===== config.mk =====
export PLATFORM = sky130hd
export DESIGN_NAME = wb_stage
export DESIGN_NICKNAME = d
export VERILOG_FILES = /design/src/hdl/mem_op_pkg.sv /design/src/hdl/except_pkg.sv /design/src/hdl/wb_stage.sv
export SDC_FILE = /design/constraint.sdc
export NUM_CORES = 1
export LEC_CHECK = 0
export ABC_AREA = 1
export BUFFER_PORTS_ARGS = -buffer_cell sky130_fd_sc_hd__buf_4
export CORE_ASPECT_RATIO = 1.1
export CORE_MARGIN = 2
export CORE_UTILIZATION = 40
export CTS_CLUSTER_DIAMETER = 30
export DETAILED_ROUTE_END_ITERATION = 6
export PLACE_DENSITY = 0.76
export SYNTH_ARGS = -nofsm -noshare
export SYNTH_HDL_FRONTEND = slang
export SYNTH_SLANG_ARGS = --single-unit

===== constraint.sdc =====
create_clock -name clk -period 0.8 [get_ports clk]
set_input_delay 0.08 -clock clk [delete_from_list [all_inputs] [get_ports clk]]
set_output_delay 0.08 -clock clk [all_outputs]
set_load 0.02 [all_outputs]

===== src/hdl/mem_op_pkg.sv =====
package mem_op_pkg;

    localparam int DATA_W          = 32;
    localparam int ADDR_W          = 32;
    localparam int REG_ADDR_W      = 5;
    localparam int SRAM_DEPTH_LOG2 = 8;

    // read length codes seen by the SRAM side of the access unit.
    localparam logic [1:0] RLEN_BYTE = 2'd0;
    localparam logic [1:0] RLEN_HALF = 2'd1;
    localparam logic [1:0] RLEN_WORD = 2'd2;

    typedef enum logic [5:0] {
        OP_NONE = 6'd0,
        OP_LW,
        OP_LL,
        OP_LH,
        OP_LHU,
        OP_LB,
        OP_LBU,
        OP_LWL,
        OP_LWR,
        OP_SW,
        OP_SWL,
        OP_SWR,
        OP_SC,
        OP_SH,
        OP_SB
    } mem_op_t;

    // true for every opcode that returns a value to the register file.
    function automatic logic is_load_op(mem_op_t op);
        case (op)
            OP_LW, OP_LL, OP_LH, OP_LHU, OP_LB, OP_LBU, OP_LWL, OP_LWR: return 1'b1;
            default: return 1'b0;
        endcase
    endfunction

endpackage


===== src/hdl/except_pkg.sv =====
package except_pkg;

    localparam int EXC_W = 8;

    // one bit per cause; any set bit marks the instruction as faulting.
    typedef logic [EXC_W-1:0] except_bus;

    // address error on load or instruction fetch.
    localparam int EXC_ADEL = 0;
    // address error on store.
    localparam int EXC_ADES = 1;
    localparam int EXC_TLB  = 2;
    // interrupt taken on this instruction.
    localparam int EXC_INT  = 3;

endpackage


===== src/hdl/wb_stage.sv =====
`timescale 1ns/100ps

module wb_stage (
    input  logic                              clk,
    input  logic                              arst_n,
    input  logic                              iss_valid,
    input  mem_op_pkg::mem_op_t               iss_op,
    input  logic [mem_op_pkg::REG_ADDR_W-1:0] iss_rd,
    input  logic [mem_op_pkg::DATA_W-1:0]     mem_rdata,
    input  except_pkg::except_bus             iss_master_except,
    input  except_pkg::except_bus             iss_slave_except,
    output logic                              wb_we,
    output logic [mem_op_pkg::REG_ADDR_W-1:0] wb_rd,
    output logic [mem_op_pkg::DATA_W-1:0]     wb_data,
    output except_pkg::except_bus             wb_except,
    output logic                              wb_fault
);
    import mem_op_pkg::*;
    import except_pkg::*;

    except_bus lane_exc;
    logic      fault;
    logic      load_ok;

    assign lane_exc = iss_master_except | iss_slave_except;
    assign fault    = iss_valid && (|lane_exc);

    // register 0 is hardwired, so a load to it never writes back.
    assign load_ok = iss_valid && is_load_op(iss_op) && !fault && (iss_rd != '0);

    always_ff @(posedge clk or negedge arst_n) begin
        if (!arst_n) begin
            wb_we     <= 1'b0;
            wb_rd     <= '0;
            wb_data   <= '0;
            wb_except <= '0;
            wb_fault  <= 1'b0;
        end else begin
            wb_we     <= load_ok;
            wb_data   <= load_ok ? mem_rdata : '0;
            wb_except <= iss_valid ? lane_exc : '0;
            wb_fault  <= fault;
            if (iss_valid) begin
                wb_rd <= iss_rd;
            end
        end
    end

endmodule


======== After elaboration in Yosys (flattened, before gate mapping) ========
Memories as Yosys holds them, arrays and structs flattened.
Cells that the tools add are included.
word-level totals
  memories ................................ 1
  word-level logic and storage cells ...... 18
  ROM bits ................................ 16
  input bits .............................. 62
  register bits ........................... 47
  output and inout bits ................... 47
cells by class
  reductions and logical operators ........ 8
  bitwise gates (word level) .............. 1
  muxes and demuxes ....................... 3
memories
  name              words  bits a word  read ports  clocked after memory_dff  write ports  line              RTL
  (name not given)  16     1            1           0                         0            mem_op_pkg.sv:33  case (op)
operators by type and width
  kind                number
  2-to-1 mux 32 bit   1
  2-to-1 mux 8 bit    1
  OR 8 bit            1
  OR reduction 8 bit  1
  nonzero test 5 bit  1
  logical AND 1 bit   4
  zero test 2 bit     1
  zero test 1 bit     1
  2-to-1 mux 1 bit    1

======== Logic depth before layout (Yosys ltp) ========
Gate-level depths: netlist (run 1).
  depth after elaboration ................. 7
  depth in mapped cells ................... 8

======== Worst setup path before layout (run 1) ========
OpenSTA, ideal clock, no wires.
  path kind ............................... input -> register
  start ................................... input iss_slave_except[4]
  end ..................................... register wb_data[10] (netlist name)
  stages on the path ...................... 8
  setup time .............................. 69 ps
  arrival time ............................ 788 ps
  buffers on the path ..................... 1
  setup slack ............................. -57 ps
  cells stage by stage .................... nor2_1 -> nand2_1 -> nor2_1 -> nand2_1 -> nand2_1 -> nand2_2 -> buf_6 -> nor2_2
between the ends
  word-level cells in the longest chain between the ends .. 7
RTL lines
  element                          line            RTL
  start: declaration               wb_stage.sv:11  input except_pkg::except_bus iss_slave_except,
  OR 8 bit                         wb_stage.sv:25  assign lane_exc = iss_master_except | iss_slave_except;
  OR reduction 8 bit               wb_stage.sv:26  assign fault = iss_valid && (|lane_exc);
  logical AND 1 bit                wb_stage.sv:26
  zero test 1 bit                  wb_stage.sv:29  assign load_ok = iss_valid && is_load_op(iss_op) && !fault && (iss_rd != '0);
  logical AND 1 bit (2 in series)  wb_stage.sv:29
  2-to-1 mux 32 bit                wb_stage.sv:40  wb_data <= load_ok ? mem_rdata : '0;
  end signal: assignment           wb_stage.sv:40
  end: declaration                 wb_stage.sv:14  output logic [mem_op_pkg::DATA_W-1:0] wb_data,
Every way passes these cells.
A chain may end at the register's enable or synchronous reset.

======== Worst setup path in the final report (run 1) ========
  start ................................... register wb_rd[4] (netlist name)
  end ..................................... output wb_rd[4] (netlist name)
RTL lines
  element                   line            RTL
  start: declaration        wb_stage.sv:13  output logic [mem_op_pkg::REG_ADDR_W-1:0] wb_rd,
  start signal: assignment  wb_stage.sv:44  wb_rd <= iss_rd;
No word-level cell between the ends.

==> results of run 1 <==
metal layers:
layer | up-vias | GRT usage | wire, um
li1 | 744 | - | -
met1 | 741 | 0.203 | 1600
met2 | 62 | 0.337 | 2890
met3 | 4 | 0.0628 | 309
met4 | 0 | 0.0544 | 61
met5 | - | 0 | 0
cells in the mapped netlist:
library cell	count
nor2_2	29
inv_1	35
dfrtp_1	47
nand3b_1	2
nand2_1	25
clkbuf_1	1
nand2_2	1
buf_6	3
inv_2	1
nor3_2	1
nor2_1	25
sequential cells by signal, summed over array words and instances (netlist names):
name and cells:
wb_data 32, wb_except 8, wb_rd 5, wb_fault 1, wb_we 1
power by group through the flow:
stage | Combinational [W] | Sequential, W | Clock, W
after floorplan | 0.000151 | 0.00260 | 0
after global placement | 0.000701 | 0.00251 | 0
after detailed placement | 0.000712 | 0.00252 | 0
after CTS | 0.000796 | 0.00248 | 0.00202
after global routing | 0.000965 | 0.00249 | 0.00214
final | 0.000896 | 0.00248 | 0.00200
how the worst max path moves through the flow:
stage                             start           to  slack [ns]  depth (start not counted)
CTS                            wb_rd[4]     wb_rd[4]       -0.12                          1
floorplan           iss_slave_except[7]  wb_data[10]       -0.03                          8
finish                         wb_rd[4]     wb_rd[4]       -0.11                          1
global route                   wb_rd[4]     wb_rd[4]       -0.16                          1
detailed placement  iss_slave_except[0]  wb_data[31]       -0.31                          9
global placement    iss_slave_except[0]   wb_data[0]       -0.29                          9
final cells by class:
type                       count  area, um2
inverter                      36        135
clock buffer                   6       72.6
multi-input combinational     83        581
timing repair buffer         132       1300
sequential                    47       1180
clock inverter                 2       60.1
tap                           54       67.6
fill                         263        858
cells in the final DEF (no fill, tap or decap):
cell and n:
buf_6 54, nand2_8 1, nand2_2 3, buf_12 2
clkbuf_1 1, nor3_4 1, buf_4 67, nor2_1 12
nor2_4 24, nand3b_1 2, dfrtp_1 47, nand2_1 22
dlygate4sd3_1 5, nor2_2 18, inv_1 35, clkbuf_8 5
buf_16 1, clkbuf_16 3, inv_2 1, bufinv_16 2
what timing repair did:
item / 4_1_cts / 5_1_grt
gates resized for setup: 49 / 35
gates cloned: 1 / 3
endpoints found under the setup margin: 48 / 80
endpoints found under the hold margin: 51 / 0
buffers inserted: 2 / 5
hold buffers: 5 / 0
pin swaps: 0 / 12
stage by stage:
| step | cells | setup WS (ns) | instance area, um2 | utilization |
|---|---|---|---|---|
| after global routing | 360 | -0.159 | 3400 | 0.798 |
| after global placement | 336 | -0.288 | 2720 | 0.640 |
| final | 360 | -0.113 | 3400 | 0.798 |
| after detailed placement | 336 | -0.313 | 2720 | 0.640 |
| after floorplan | 170 | -0.0280 | 1800 | - |
| after CTS | 352 | -0.125 | 3130 | 0.735 |
cell families (layout without fill, tap and decap cells):
family	Yosys count	in the layout
buffers and inverters	40	176
DFF	47	47
and+or+nand+nor	83	83
==> results.env, run 1 <==
LARGEST_NET_DEGREE_AT_THE_START_OF_GLOBAL_ROUTING=48
CTS_TREE='built'
SETUP_SLACK_NS=-0.113
CLOCK-SKEW-FINAL_NS=0
WORSTSETUPENDPOINTTYPE='output port'
RUN_STATUS='finished, violations left'
REGTOREGSETUPSLACK_NS=0.03
VIAS_IN_THE_FIRST_GLOBAL_ROUTE=1512
STATIC-LEAKAGE-POWER_nW=1.82
WORSTREG2REGSTART='wb_rd[0]'
SW_FRAC_OF_TOTAL=0.223
FLOORPLAN.INITIALDENSITY=0.411
AREA_SHARE_OF_XOR_XNOR_CELLS_IN_THE_SYNTHESIZED_DESIGN=0
HOLD_PATH_CLASS='in2reg'
DRT-WIRELENGTH-PER-CELL_UM=13.5
HOLD-WORST-SLACK_NS=0.00420
DESIGN.PORTCOUNT=109
TOTAL_DIE_AREA_UM2=4920
POST_SYNTH_MAIN_AREA_CONTRIBUTORS='dfrtp_1 (67%), nor2_2 (10%), inv_1 (7.5%), nand2_1 (5.4%), nor2_1 (5.4%)'
POST-ROUTE-PERIOD-UTIL=1.14
CLK_LATENCY_NS=0.28
SETUP-VIOLATIONS-FINAL=64
SEQ_POWER_SHARE=0.461
ANTENNA-DIODE-COUNT=0
POWER.SHARE.COMBINATIONAL=0.167
FINALWEIGHTEDCONGESTION=0.776
WHS_PATH_DEPTH=3
TIMING.SETUP.TNS_NS=-4.33
TRANSITION_TIME_AT_THE_PIN_WITH_THE_LEAST_SLEW_MARGIN_NS=0.244
HOLD_END='wb_data[23]'
TIMING.CRITICAL_PATH.CELLS='buf_6'
SYNTHSIMPLEGATEAREAFRAC=0.229
SYNTH-COMPOUND-AREA-SHARE=0
TOTALPOWERFINAL_W=0.00538
TIMING.SETUP.CRITICAL_PATH_CLASS='reg2out'
CRIT_ARRIVAL_NS=0.83
LAYOUT-AREA-OVERHEAD-VS-SYNTH_PCT=94.1
LAYOUT-DRIVE-GT1-SHARE=0.595
NUMBER_OF_ANTENNA_VIOLATIONS_AT_THE_FIRST_CHECK_IN_GLOBAL_ROUTING=0
WORSTSETUPSTARTPOINTTYPE='flop'
CTS_BUFFERS=5
NETLIST_INSTANCES=170
WORST-PATH-MAX-FANOUT=2
TIMING.CRITICAL_PATH.MAX_DELAY_FAMILY='flip-flops'
TOTALWIRELENGTH_UM=4860
GRT_OVERFLOW_TOTAL=0
CRITICAL-PATH-SLOWEST-CELL='dfrtp_1'
SYNTH_FA_HA_AREA_FRAC=0
DIE_X_UM=67.1
YS_FF_LATCH=47
DRT_ITER0_MARKERS=61
NETLIST_AREA_UM2=1750
POWER_PER_CELL_AREA_nW_PER_UM2=1580
SLEW_VIOL_FINAL=0
ROWS=25
DRC=0
CLOCK_NETWORK_FRACTION_OF_DESIGN_POWER=0.372
GRT_FIRST_PASS_WIRELENGTH_UM=6640
CLOCK.FMAX_GHz=1.10
PATH_CLK_SLEW_NS=0.09
POST-SYNTH-TOP-AREA-CELL='dfrtp_1'
SYNTH.AREA.MUX_SHARE=0
REQUIRED_NS=0.72
FAILED_CHECKS='setup timing'
MIN-DELAY-START='mem_rdata[23]'
PORTBUFFERS=108
FLOORPLAN.DIE.HEIGHT_UM=73.4
DETAILED_PLACE_HPWL_UM=3030
MAX-CAP-VIOLATIONS=0
WORST_R2R_ENDPOINT='wb_rd[0]'
ANT_NETS=0
WORST_SLEW_MARGIN_REL=0.838
POSTSYNTHAREAPERCELL_UM2=10.3
POSTSYNTHNETCOUNT=232
IR_WORST_VDD_V=0.00132
CRIT_PATH_MAX_INCR_DELAY_NS=0.41
YOSYSWARNINGCOUNT=0
RR_WORST_DEPTH=3
CRITPATHBUFINV=1
GRT.TOTAL_USAGE=0.186
ROOT_BUFFER='clkbuf_8'
CLOCK_PATH_BUFFERS=2
SYNTH_TOP_AREA_FRAC=0.672
PART_OF_THE_YOSYS_AREA_USED_FOR_SEQUENTIAL_ELEMENTS=0.672
SETUP_REPAIR_AFTER_GLOBAL_ROUTING_MISSED_ITS_MARGIN='yes'
CORE_AREA_UM2=4250
DOMINANT_COMBINATIONAL_CELL_FAMILY_BY_AREA_AFTER_SYNTHESIS='simple AND/OR/NAND/NOR gates'
YS_TYPES=11
P_SWITCHING_W=0.00120
CLOCK_SINKS=47
FIN_NETS=367
VIAS_PER_CELL=4.31
HOLD_VIOLATION_COUNT_IN_THE_FINAL_REPORT=0
DRT_FIRST_PASS_ITERS=4
INTERNAL_POWER_W=0.00418
DR_TOTAL_VIAS=1551
LAYOUT_MIN_CYCLE_TIME_NS=0.913
H_TREE_DEPTH_REPORTED_BY_CTS=2
Note: power is estimated with default switching activity, not from simulation.
==> run 2, diff against run 1 <==
--- a/config.mk
+++ b/config.mk
@@ -9,10 +9,10 @@
 export BUFFER_PORTS_ARGS = -buffer_cell sky130_fd_sc_hd__buf_4
 export CORE_ASPECT_RATIO = 1.1
 export CORE_MARGIN = 2
-export CORE_UTILIZATION = 40
+export CORE_UTILIZATION = 42
 export CTS_CLUSTER_DIAMETER = 30
 export DETAILED_ROUTE_END_ITERATION = 6
-export PLACE_DENSITY = 0.76
+export PLACE_DENSITY = 0.79
 export SYNTH_ARGS = -nofsm -noshare
 export SYNTH_HDL_FRONTEND = slang
 export SYNTH_SLANG_ARGS = --single-unit
==> constraint.sdc (replaced) <==
create_clock -name clk -period 0.8 [get_ports clk]
set_input_delay 0.08 -clock clk [delete_from_list [all_inputs] [get_ports clk]]
set_output_delay 0.08 -clock clk [all_outputs]
set_load 0.01 [all_outputs]
==> run 2 against run 1 <==
- the run ends with hold timing, setup timing left
- register-to-register slack better by 0.05 ns
- via count down 2.6%
- utilization up 1.7 points
- sequential power about the same
==> results.env, run 2 (synthesis results as in run 1) <==
IR_WORST_VDD_V=0.00114  # was 0.00132 V
GRT_FIRST_PASS_WIRELENGTH_UM=6200  # was 6640 um
DRT_ITER0_MARKERS=47  # was 61
HOLD_PATH_CLASS='in2reg'  # unchanged
ANT_NETS=0  # unchanged
SETUP-VIOLATIONS-FINAL=47  # was 64
FILLERINSTANCES=241  # was 263
HOLD-WORST-SLACK_NS=-0.000664  # was 0.00420 ns
LARGEST_REGISTERS='wb_data x32, wb_except x8, wb_rd x5'  # unchanged
FINAL_CELL_MIX='buf_4 (60), buf_6 (57), dfrtp_1 (47), inv_1 (35), nand2_1 (24)'  # was buf_4 (67), buf_6 (54), dfrtp_1 (47), inv_1 (35), nor2_4 (24)
CLK_LATENCY_NS=0.28  # about the same
H_TREE_DEPTH_REPORTED_BY_CTS=2  # unchanged
DRT_FIRST_PASS_ITERS=3  # was 4
SLEW_VIOL_FINAL=0  # unchanged
FINALWEIGHTEDCONGESTION=0.722  # was 0.776
TIMING.CRITICAL_PATH.MAX_DELAY_FAMILY='flip-flops'  # unchanged
DR_TOTAL_VIAS=1510  # was 1551
PORTBUFFERS=108  # unchanged
STATIC-LEAKAGE-POWER_nW=1.78  # was 1.82 nW
CLOCK_PATH_BUFFERS=2  # unchanged
POST-ROUTE-CELL-AREA_UM2=3260  # was 3400 um2
DETAILED_PLACE_HPWL_UM=2790  # was 3030 um
MAX-CAP-VIOLATIONS=0  # unchanged
TOTALWIRELENGTH_UM=4160  # was 4860 um
CTS_BUFFERS=5  # unchanged
POST-ROUTE-PERIOD-UTIL=1.12  # was 1.14
MAX_FLOP_REGISTER='wb_data'  # unchanged
SETUP_REPAIR_AFTER_GLOBAL_ROUTING_MISSED_ITS_MARGIN='yes'  # unchanged
LAYOUT-AREA-OVERHEAD-VS-SYNTH_PCT=86.2  # was 94.1%
TIMING.SETUP.CRITICAL_PATH_CLASS='reg2out'  # unchanged
SEQ_POWER_SHARE=0.497  # was 0.461
WORST_SLEW_MARGIN_REL=0.839  # was 0.838
CLOCK_SINKS=47  # unchanged
WORST-PATH-MAX-FANOUT=2  # unchanged
LARGEST_NET_DEGREE_AT_THE_START_OF_GLOBAL_ROUTING=48  # unchanged
VIAS_PER_CELL=4.28  # was 4.31
CRITICAL-PATH-SLOWEST-CELL='dfrtp_1'  # unchanged
FINALCOREUTILIZATION=0.815  # was 0.798
DRT-WIRELENGTH-PER-CELL_UM=11.8  # was 13.5 um
VIAS_IN_THE_FIRST_GLOBAL_ROUTE=1531  # was 1512
GRT.TOTAL_USAGE=0.174  # was 0.186
GRT_OVERFLOW_TOTAL=0  # unchanged
FLOORPLAN.DIE.HEIGHT_UM=71.7  # was 73.4 um
SW_FRAC_OF_TOTAL=0.216  # was 0.223
SETUP_SLACK_NS=-0.0986  # was -0.113 ns
CTS_TREE='built'  # unchanged
POWER_PER_CELL_AREA_nW_PER_UM2=1530  # was 1580 nW/um2
DPL_CELL_AREA_UM2=2710  # was 2720 um2
ROWS=24  # was 25
ANTENNA-DIODE-COUNT=0  # unchanged
CRIT_PATH_MAX_INCR_DELAY_NS=0.40  # was 0.41 ns
CLOCK.FMAX_GHz=1.11  # was 1.10 GHz
LAYOUT-DRIVE-GT1-SHARE=0.575  # was 0.595
RUN_STATUS='finished, violations left'  # unchanged
WORSTSETUPSTARTPOINTTYPE='flop'  # unchanged
CRITPATHBUFINV=1  # unchanged
TIMING.CRITICAL_PATH.CELLS='buf_6'  # unchanged
MOSTFREQUENTLAYOUTCELL='buf_4'  # unchanged
ROOT_BUFFER='clkbuf_8'  # unchanged
INTERNAL_POWER_W=0.00391  # was 0.00418 W
CLOCK_NETWORK_FRACTION_OF_DESIGN_POWER=0.347  # was 0.372
CLOCK-SKEW-FINAL_NS=0  # unchanged
REQUIRED_NS=0.72  # about the same
FLOORPLAN.INITIALDENSITY=0.438  # was 0.411
TRANSITION_TIME_AT_THE_PIN_WITH_THE_LEAST_SLEW_MARGIN_NS=0.241  # was 0.244 ns
LARGEST_REGISTER_FFS=32  # unchanged
FAILED_CHECKS='hold timing, setup timing'  # was setup timing
PATH_CLK_SLEW_NS=0.08  # was 0.09 ns
LAYOUT_MIN_CYCLE_TIME_NS=0.899  # was 0.913 ns
WORSTSETUPENDPOINTTYPE='output port'  # unchanged
POWER.SHARE.COMBINATIONAL=0.156  # was 0.167
FIN_NETS=362  # was 367
CORE_AREA_UM2=3990  # was 4250 um2
HOLD_VIOLATION_COUNT_IN_THE_FINAL_REPORT=1  # was 0
P_SWITCHING_W=0.00108  # was 0.00120 W
DESIGN.PORTCOUNT=109  # unchanged
DRC=0  # unchanged
DIE_X_UM=65.5  # was 67.1 um
CRIT_ARRIVAL_NS=0.82  # was 0.83 ns
TOTAL_DIE_AREA_UM2=4700  # was 4920 um2
NUMBER_OF_ANTENNA_VIOLATIONS_AT_THE_FIRST_CHECK_IN_GLOBAL_ROUTING=0  # unchanged
==> run 2: changes by cell type in the layout (fill, tap and decap cells not counted), sizes merged <==
cell,change
dlygate4sd3,+1
bufinv,-1
clkbuf,-1
buf,-5
clkinv,+1
==> run 2: repair_timing <==
item	CTS	global route
hold buffers	6	0
setup buffers	0	3
pin swaps	0	9
setup endpoints to repair	51	80
hold endpoints to repair	52	0
gates cloned	0	3
resized for setup	48	24
==> run 2: layout make-up <==
cell class	instances	area, um2	share of cell area
clock buffers	6	82.6	0.0254
repair buffers	127	1240	0.381
multi-input cells	83	520	0.160
flip-flops and latches	47	1180	0.361
clock inverters	2	35.0	0.0108
well taps	52	65.1	0.0200
inverters	36	135	0.0415
==> run 2: final timing paths <==
| check | start | to | slack, ns | depth (start not counted) |
|---|---|---|---|---|
| worst max-delay path | wb_rd[1] | wb_rd[1] | -0.1 | 1 |
| worst min-delay path | iss_master_except[2] | wb_except[2] | -0.0007 | 3 |
| worst max register to register | wb_rd[0] | wb_rd[0] | 0.08 | 3 |
| worst min register to register | wb_rd[4] | wb_rd[4] | 0.50 | 2 |
| max in group asynchronous | arst_n | wb_rd[3] | 0.30 | 3 |
| min in group asynchronous | arst_n | wb_data[24] | 0.29 | 3 |
==> run 2: power groups by stage <==
stage          logic [W]  clock network [W]  registers (W)
6_report        0.000781            0.00173        0.00248
5_1_grt         0.000855            0.00187        0.00249
4_1_cts         0.000716            0.00178        0.00248
3_5_place_dp    0.000649                  0        0.00252
3_3_place_gp    0.000636                  0        0.00251
2_1_floorplan   0.000151                  0        0.00255
==> run 2: per-stage QoR <==
stage	setup TNS (ns)	cells	hold WS [ns]	worst slack [ns]	power, W
after floorplan	-0.795	170	-0.216	-0.0280	0.00270
after global placement	-9.30	333	0.0622	-0.293	0.00315
after detailed placement	-9.74	333	0.0633	-0.320	0.00316
after CTS	-3.69	347	0.00378	-0.110	0.00498
after global routing	-4.88	353	0.00702	-0.125	0.00521
final	-3.20	353	-0.000664	-0.0986	0.00499
==> run 2: routing by layer <==
metal	vias to the layer above	global-route usage	share of wire
met4	0	0.0463	0.0094
li1	733	-	-
met5	-	0	0
met1	706	0.165	0.33
met2	66	0.337	0.57
met3	5	0.0722	0.083
==> run 3, diff against run 2 <==
--- a/config.mk
+++ b/config.mk
@@ -5,11 +5,11 @@
 export SDC_FILE = /design/constraint.sdc
 export NUM_CORES = 1
 export LEC_CHECK = 0
-export ABC_AREA = 1
+export ABC_AREA = 0
 export BUFFER_PORTS_ARGS = -buffer_cell sky130_fd_sc_hd__buf_4
 export CORE_ASPECT_RATIO = 1.1
 export CORE_MARGIN = 2
-export CORE_UTILIZATION = 42
+export CORE_UTILIZATION = 44
 export CTS_CLUSTER_DIAMETER = 30
 export DETAILED_ROUTE_END_ITERATION = 6
 export PLACE_DENSITY = 0.79
==> run 3 against run 2 <==
- the flow finishes with violations (setup timing)
- register-to-register slack got worse by 0.06 ns
- utilization rose by 2.5 points
- sequential power is essentially flat
- critical path depth is 5 higher
- cell area increased by 18%
- clock power is 9.8% lower
- clock skew is the same
- sequential share of layout area fell by 5.4 points
- critical path type is now in2reg
- largest cell class unchanged
==> results.env, run 3 <==
LAYOUT-DRIVE-GT1-SHARE=0.740  # was 0.575
SETUP-VIOLATIONS-FINAL=81  # was 47
TRANSITION_TIME_AT_THE_PIN_WITH_THE_LEAST_SLEW_MARGIN_NS=0.297  # was 0.241 ns
GRT_OVERFLOW_TOTAL=0  # unchanged
PART_OF_THE_YOSYS_AREA_USED_FOR_SEQUENTIAL_ELEMENTS=0.574  # was 0.672
PATH_CLK_SLEW_NS=0.09  # was 0.08 ns
POST-ROUTE-PERIOD-UTIL=1.42  # was 1.12
FINALWEIGHTEDCONGESTION=0.758  # was 0.722
FINAL_CELL_MIX='buf_4 (59), buf_6 (59), dfrtp_1 (47), nor4b_4 (25), nor2_1 (16)'  # was buf_4 (60), buf_6 (57), dfrtp_1 (47), inv_1 (35), nand2_1 (24)
VIAS_IN_THE_FIRST_GLOBAL_ROUTE=1700  # was 1531
POSTSYNTHAREAPERCELL_UM2=16.8  # was 10.3 um2
FIN_NETS=315  # was 362
NUMBER_OF_ANTENNA_VIOLATIONS_AT_THE_FIRST_CHECK_IN_GLOBAL_ROUTING=0  # unchanged
BUSIEST_LAYER='met2'  # unchanged
REQUIRED_NS=1.00  # was 0.72 ns
SYNTH-MAIN-FF-CELL='dfrtp_1'  # unchanged
FINAL-INSTANCE-COUNT-EXCL-FILL=310  # was 353
YS_TYPES=17  # was 11
CLOCK-SKEW-FINAL_NS=0  # unchanged
POSTSYNTHNETCOUNT=184  # was 232
CORE_AREA_UM2=4550  # was 3990 um2
SYNTH_ENABLE_FLOP_CELLS=0  # unchanged
CTS_BUFFERS=5  # unchanged
WORST_SLEW_MARGIN_REL=0.801  # was 0.839
USE_MET3=0.0608  # was 0.0722
TOTALWIRELENGTH_UM=5680  # was 4160 um
GRT.MET2_USAGE=0.384  # was 0.337
POWER.SHARE.COMBINATIONAL=0.230  # was 0.156
ASR_FLOP_RATIO_SYNTH=1.00  # unchanged
LARGEST_REGISTERS='wb_data x32, wb_except x8, wb_rd x5'  # unchanged
DRT_FIRST_PASS_ITERS=4  # was 3
ANTENNA-DIODE-COUNT=0  # unchanged
SEQ_POWER_SHARE=0.474  # was 0.497
POWER_PER_CELL_AREA_nW_PER_UM2=1370  # was 1530 nW/um2
CLOCK_NETWORK_FRACTION_OF_DESIGN_POWER=0.296  # was 0.347
P_SWITCHING_W=0.00133  # was 0.00108 W
MAX-CAP-VIOLATIONS=0  # unchanged
SETUP_REPAIR_AFTER_GLOBAL_ROUTING_MISSED_ITS_MARGIN='yes'  # unchanged
FLOORPLAN.DIE.HEIGHT_UM=75.6  # was 71.7 um
FLOORPLAN.INITIALDENSITY=0.450  # was 0.438
HOLD_VIOLATION_COUNT_IN_THE_FINAL_REPORT=0  # was 1
LAYOUT_MIN_CYCLE_TIME_NS=1.13  # was 0.899 ns
GRT.TOTAL_USAGE=0.203  # was 0.174
CLOCK_PATH_BUFFERS=2  # unchanged
ROOT_BUFFER='clkbuf_8'  # unchanged
SLEW_VIOL_FINAL=0  # unchanged
DIE_X_UM=69.1  # was 65.5 um
SW_FRAC_OF_TOTAL=0.253  # was 0.216
H_TREE_DEPTH_REPORTED_BY_CTS=2  # unchanged
USE_MET1=0.222  # was 0.165
CTS_TREE='built'  # unchanged
CLK_LATENCY_NS=0.29  # was 0.28 ns
YS_FF_LATCH=47  # unchanged
NETLIST_INSTANCES=122  # was 170
DRT_ITER0_MARKERS=50  # was 47
CLOCK.FMAX_GHz=0.882  # was 1.11 GHz
WORST-PATH-MAX-FANOUT=10  # was 2
TIMING.SETUP.TNS_NS=-13.37  # was -3.20 ns
STATIC-LEAKAGE-POWER_nW=1.80  # was 1.78 nW
PLACE_INST=287  # was 333
POST-SYNTH-TOP-AREA-CELL='dfrtp_1'  # unchanged
FILLERINSTANCES=238  # was 241
TOTAL_DIE_AREA_UM2=5220  # was 4700 um2
TIMING.SETUP.CRITICAL_PATH_CLASS='in2reg'  # was reg2out
HOLD-WORST-SLACK_NS=0.00536  # was -0.000664 ns
CRIT_ARRIVAL_NS=1.33  # was 0.82 ns
WORSTSETUPSTARTPOINTTYPE='input pin'  # was flop
LAYOUT-AREA-OVERHEAD-VS-SYNTH_PCT=86.9  # was 86.2%
PORTBUFFERS=108  # unchanged
DRC=0  # unchanged
ROWS=26  # was 24
MAX_FLOP_REGISTER='wb_data'  # unchanged
FAILED_CHECKS='setup timing'  # was hold timing, setup timing
POST_SYNTH_MAIN_AREA_CONTRIBUTORS='dfrtp_1 (57%), nor4b_2 (21%), nor4_4 (4.2%), buf_12 (2.9%), nor2_1 (2.9%)'  # was dfrtp_1 (67%), nor2_2 (10%), inv_1 (7.5%), nand2_1 (5.4%), nor2_1 (5.4%)
INTERNAL_POWER_W=0.00392  # was 0.00391 W
IR_WORST_VDD_V=0.000966  # was 0.00114 V
CLOCK_SINKS=47  # unchanged
ANT_NETS=0  # unchanged
SYNTH_TOP_AREA_FRAC=0.574  # was 0.672
WORSTSETUPENDPOINTTYPE='flop'  # was output port
DR_TOTAL_VIAS=1583  # was 1510
LARGEST_REGISTER_FFS=32  # unchanged
SYNTH.MOST_COMMON_CELL='dfrtp_1'  # unchanged
YOSYSWARNINGCOUNT=0  # unchanged
GRT_FIRST_PASS_WIRELENGTH_UM=8250  # was 6200 um
DRT-WIRELENGTH-PER-CELL_UM=18.3  # was 11.8 um
SYNTH_COMMONEST_CELLS='dfrtp_1 (47), nor4b_2 (29), nor2_1 (16)'  # was dfrtp_1 (47), inv_1 (35), nor2_2 (29)
RUN_STATUS='finished, violations left'  # unchanged
DESIGN.PORTCOUNT=109  # unchanged
NETLIST_AREA_UM2=2050  # was 1750 um2
LARGEST_NET_DEGREE_AT_THE_START_OF_GLOBAL_ROUTING=48  # unchanged
VIAS_PER_CELL=5.11  # was 4.28
SETUP_SLACK_NS=-0.334  # was -0.0986 ns
DETAILED_PLACE_HPWL_UM=3470  # was 2790 um
HOLD_PATH_CLASS='in2reg'  # unchanged
run 3: routing by layer:
layer	routed length (um)	up-vias	share of wire
li1	-	708	-
met1	1920	800	0.34
met2	3320	63	0.58
met3	314	12	0.055
met4	123	0	0.022
met5	0	-	0
run 3: what timing repair did:
item | in CTS | in global routing
endpoints found under the setup margin | 81 | 81
hold buffers | 1 | 0
cloned | 3 | 4
gates resized for setup | 66 | 25
endpoints found under the hold margin | 47 | 0
setup buffers | 5 | 2
pin swaps | 6 | 6
run 3: stage by stage:
step | power [W] | cell area, um2 | utilization | worst slack, ns
4_1_cts | 0.00513 | 3530 | 0.775 | -0.282
3_3_place_gp | 0.00338 | 3000 | 0.660 | -0.543
5_1_grt | 0.00547 | 3830 | 0.841 | -0.386
6_report | 0.00525 | 3830 | 0.841 | -0.334
3_5_place_dp | 0.00340 | 3000 | 0.660 | -0.612
2_1_floorplan | 0.00286 | 2050 | - | -0.439
run 3: final cells by class:
class	instances	area, um2	area share
tap	56	70.1	0.0183
timing repair buffer	134	1470	0.383
clock buffer	8	100	0.0261
multi-input combinational	64	1010	0.264
inverter	1	3.75	0.000980
sequential	47	1180	0.307
run 3: power by group through the flow:
| stage | clock, W | sequential, W | combinational, W |
|---|---|---|---|
| 2_1_floorplan | 0 | 0.00255 | 0.000301 |
| 3_3_place_gp | 0 | 0.00252 | 0.000861 |
| 3_5_place_dp | 0 | 0.00252 | 0.000875 |
| 4_1_cts | 0.00158 | 0.00249 | 0.00106 |
| 5_1_grt | 0.00169 | 0.00250 | 0.00128 |
| 6_report | 0.00156 | 0.00249 | 0.00121 |
run 3: cell families (layout without fill, tap and decap cells):
kind of cell	after synthesis	count (layout)	share of synthesized area
XOR/XNOR	1	1	0.00428
buffers and inverters	11	143	0.0574
multiplexers	5	5	0.0275
AND/OR/NAND/NOR	56	56	0.315
flip-flops	47	47	0.574
AO/OA/AOI/OAI	2	2	0.0214
run 3: final timing paths:
path / start / depth (start not counted) / endpoint / slack, ns
setup / recovery: iss_master_except[3] / 6 / wb_data[24] / -0.33
hold / removal: iss_slave_except[0] / 3 / wb_except[0] / 0.005
setup reg to reg: wb_rd[3] / 1 / wb_rd[3] / 0.02
hold reg to reg: wb_rd[1] / 1 / wb_rd[1] / 0.54
max in group asynchronous: arst_n / 3 / wb_data[4] / 0.29
min in group asynchronous: arst_n / 3 / wb_except[6] / 0.29
run 3: worst max-delay path: stages:
cell and delay [ns]:
buf_6 0.10, nor4_4 0.33, a41oi_4 0.21, buf_4 0.21
buf_16 0.15, nor4b_2 0.26
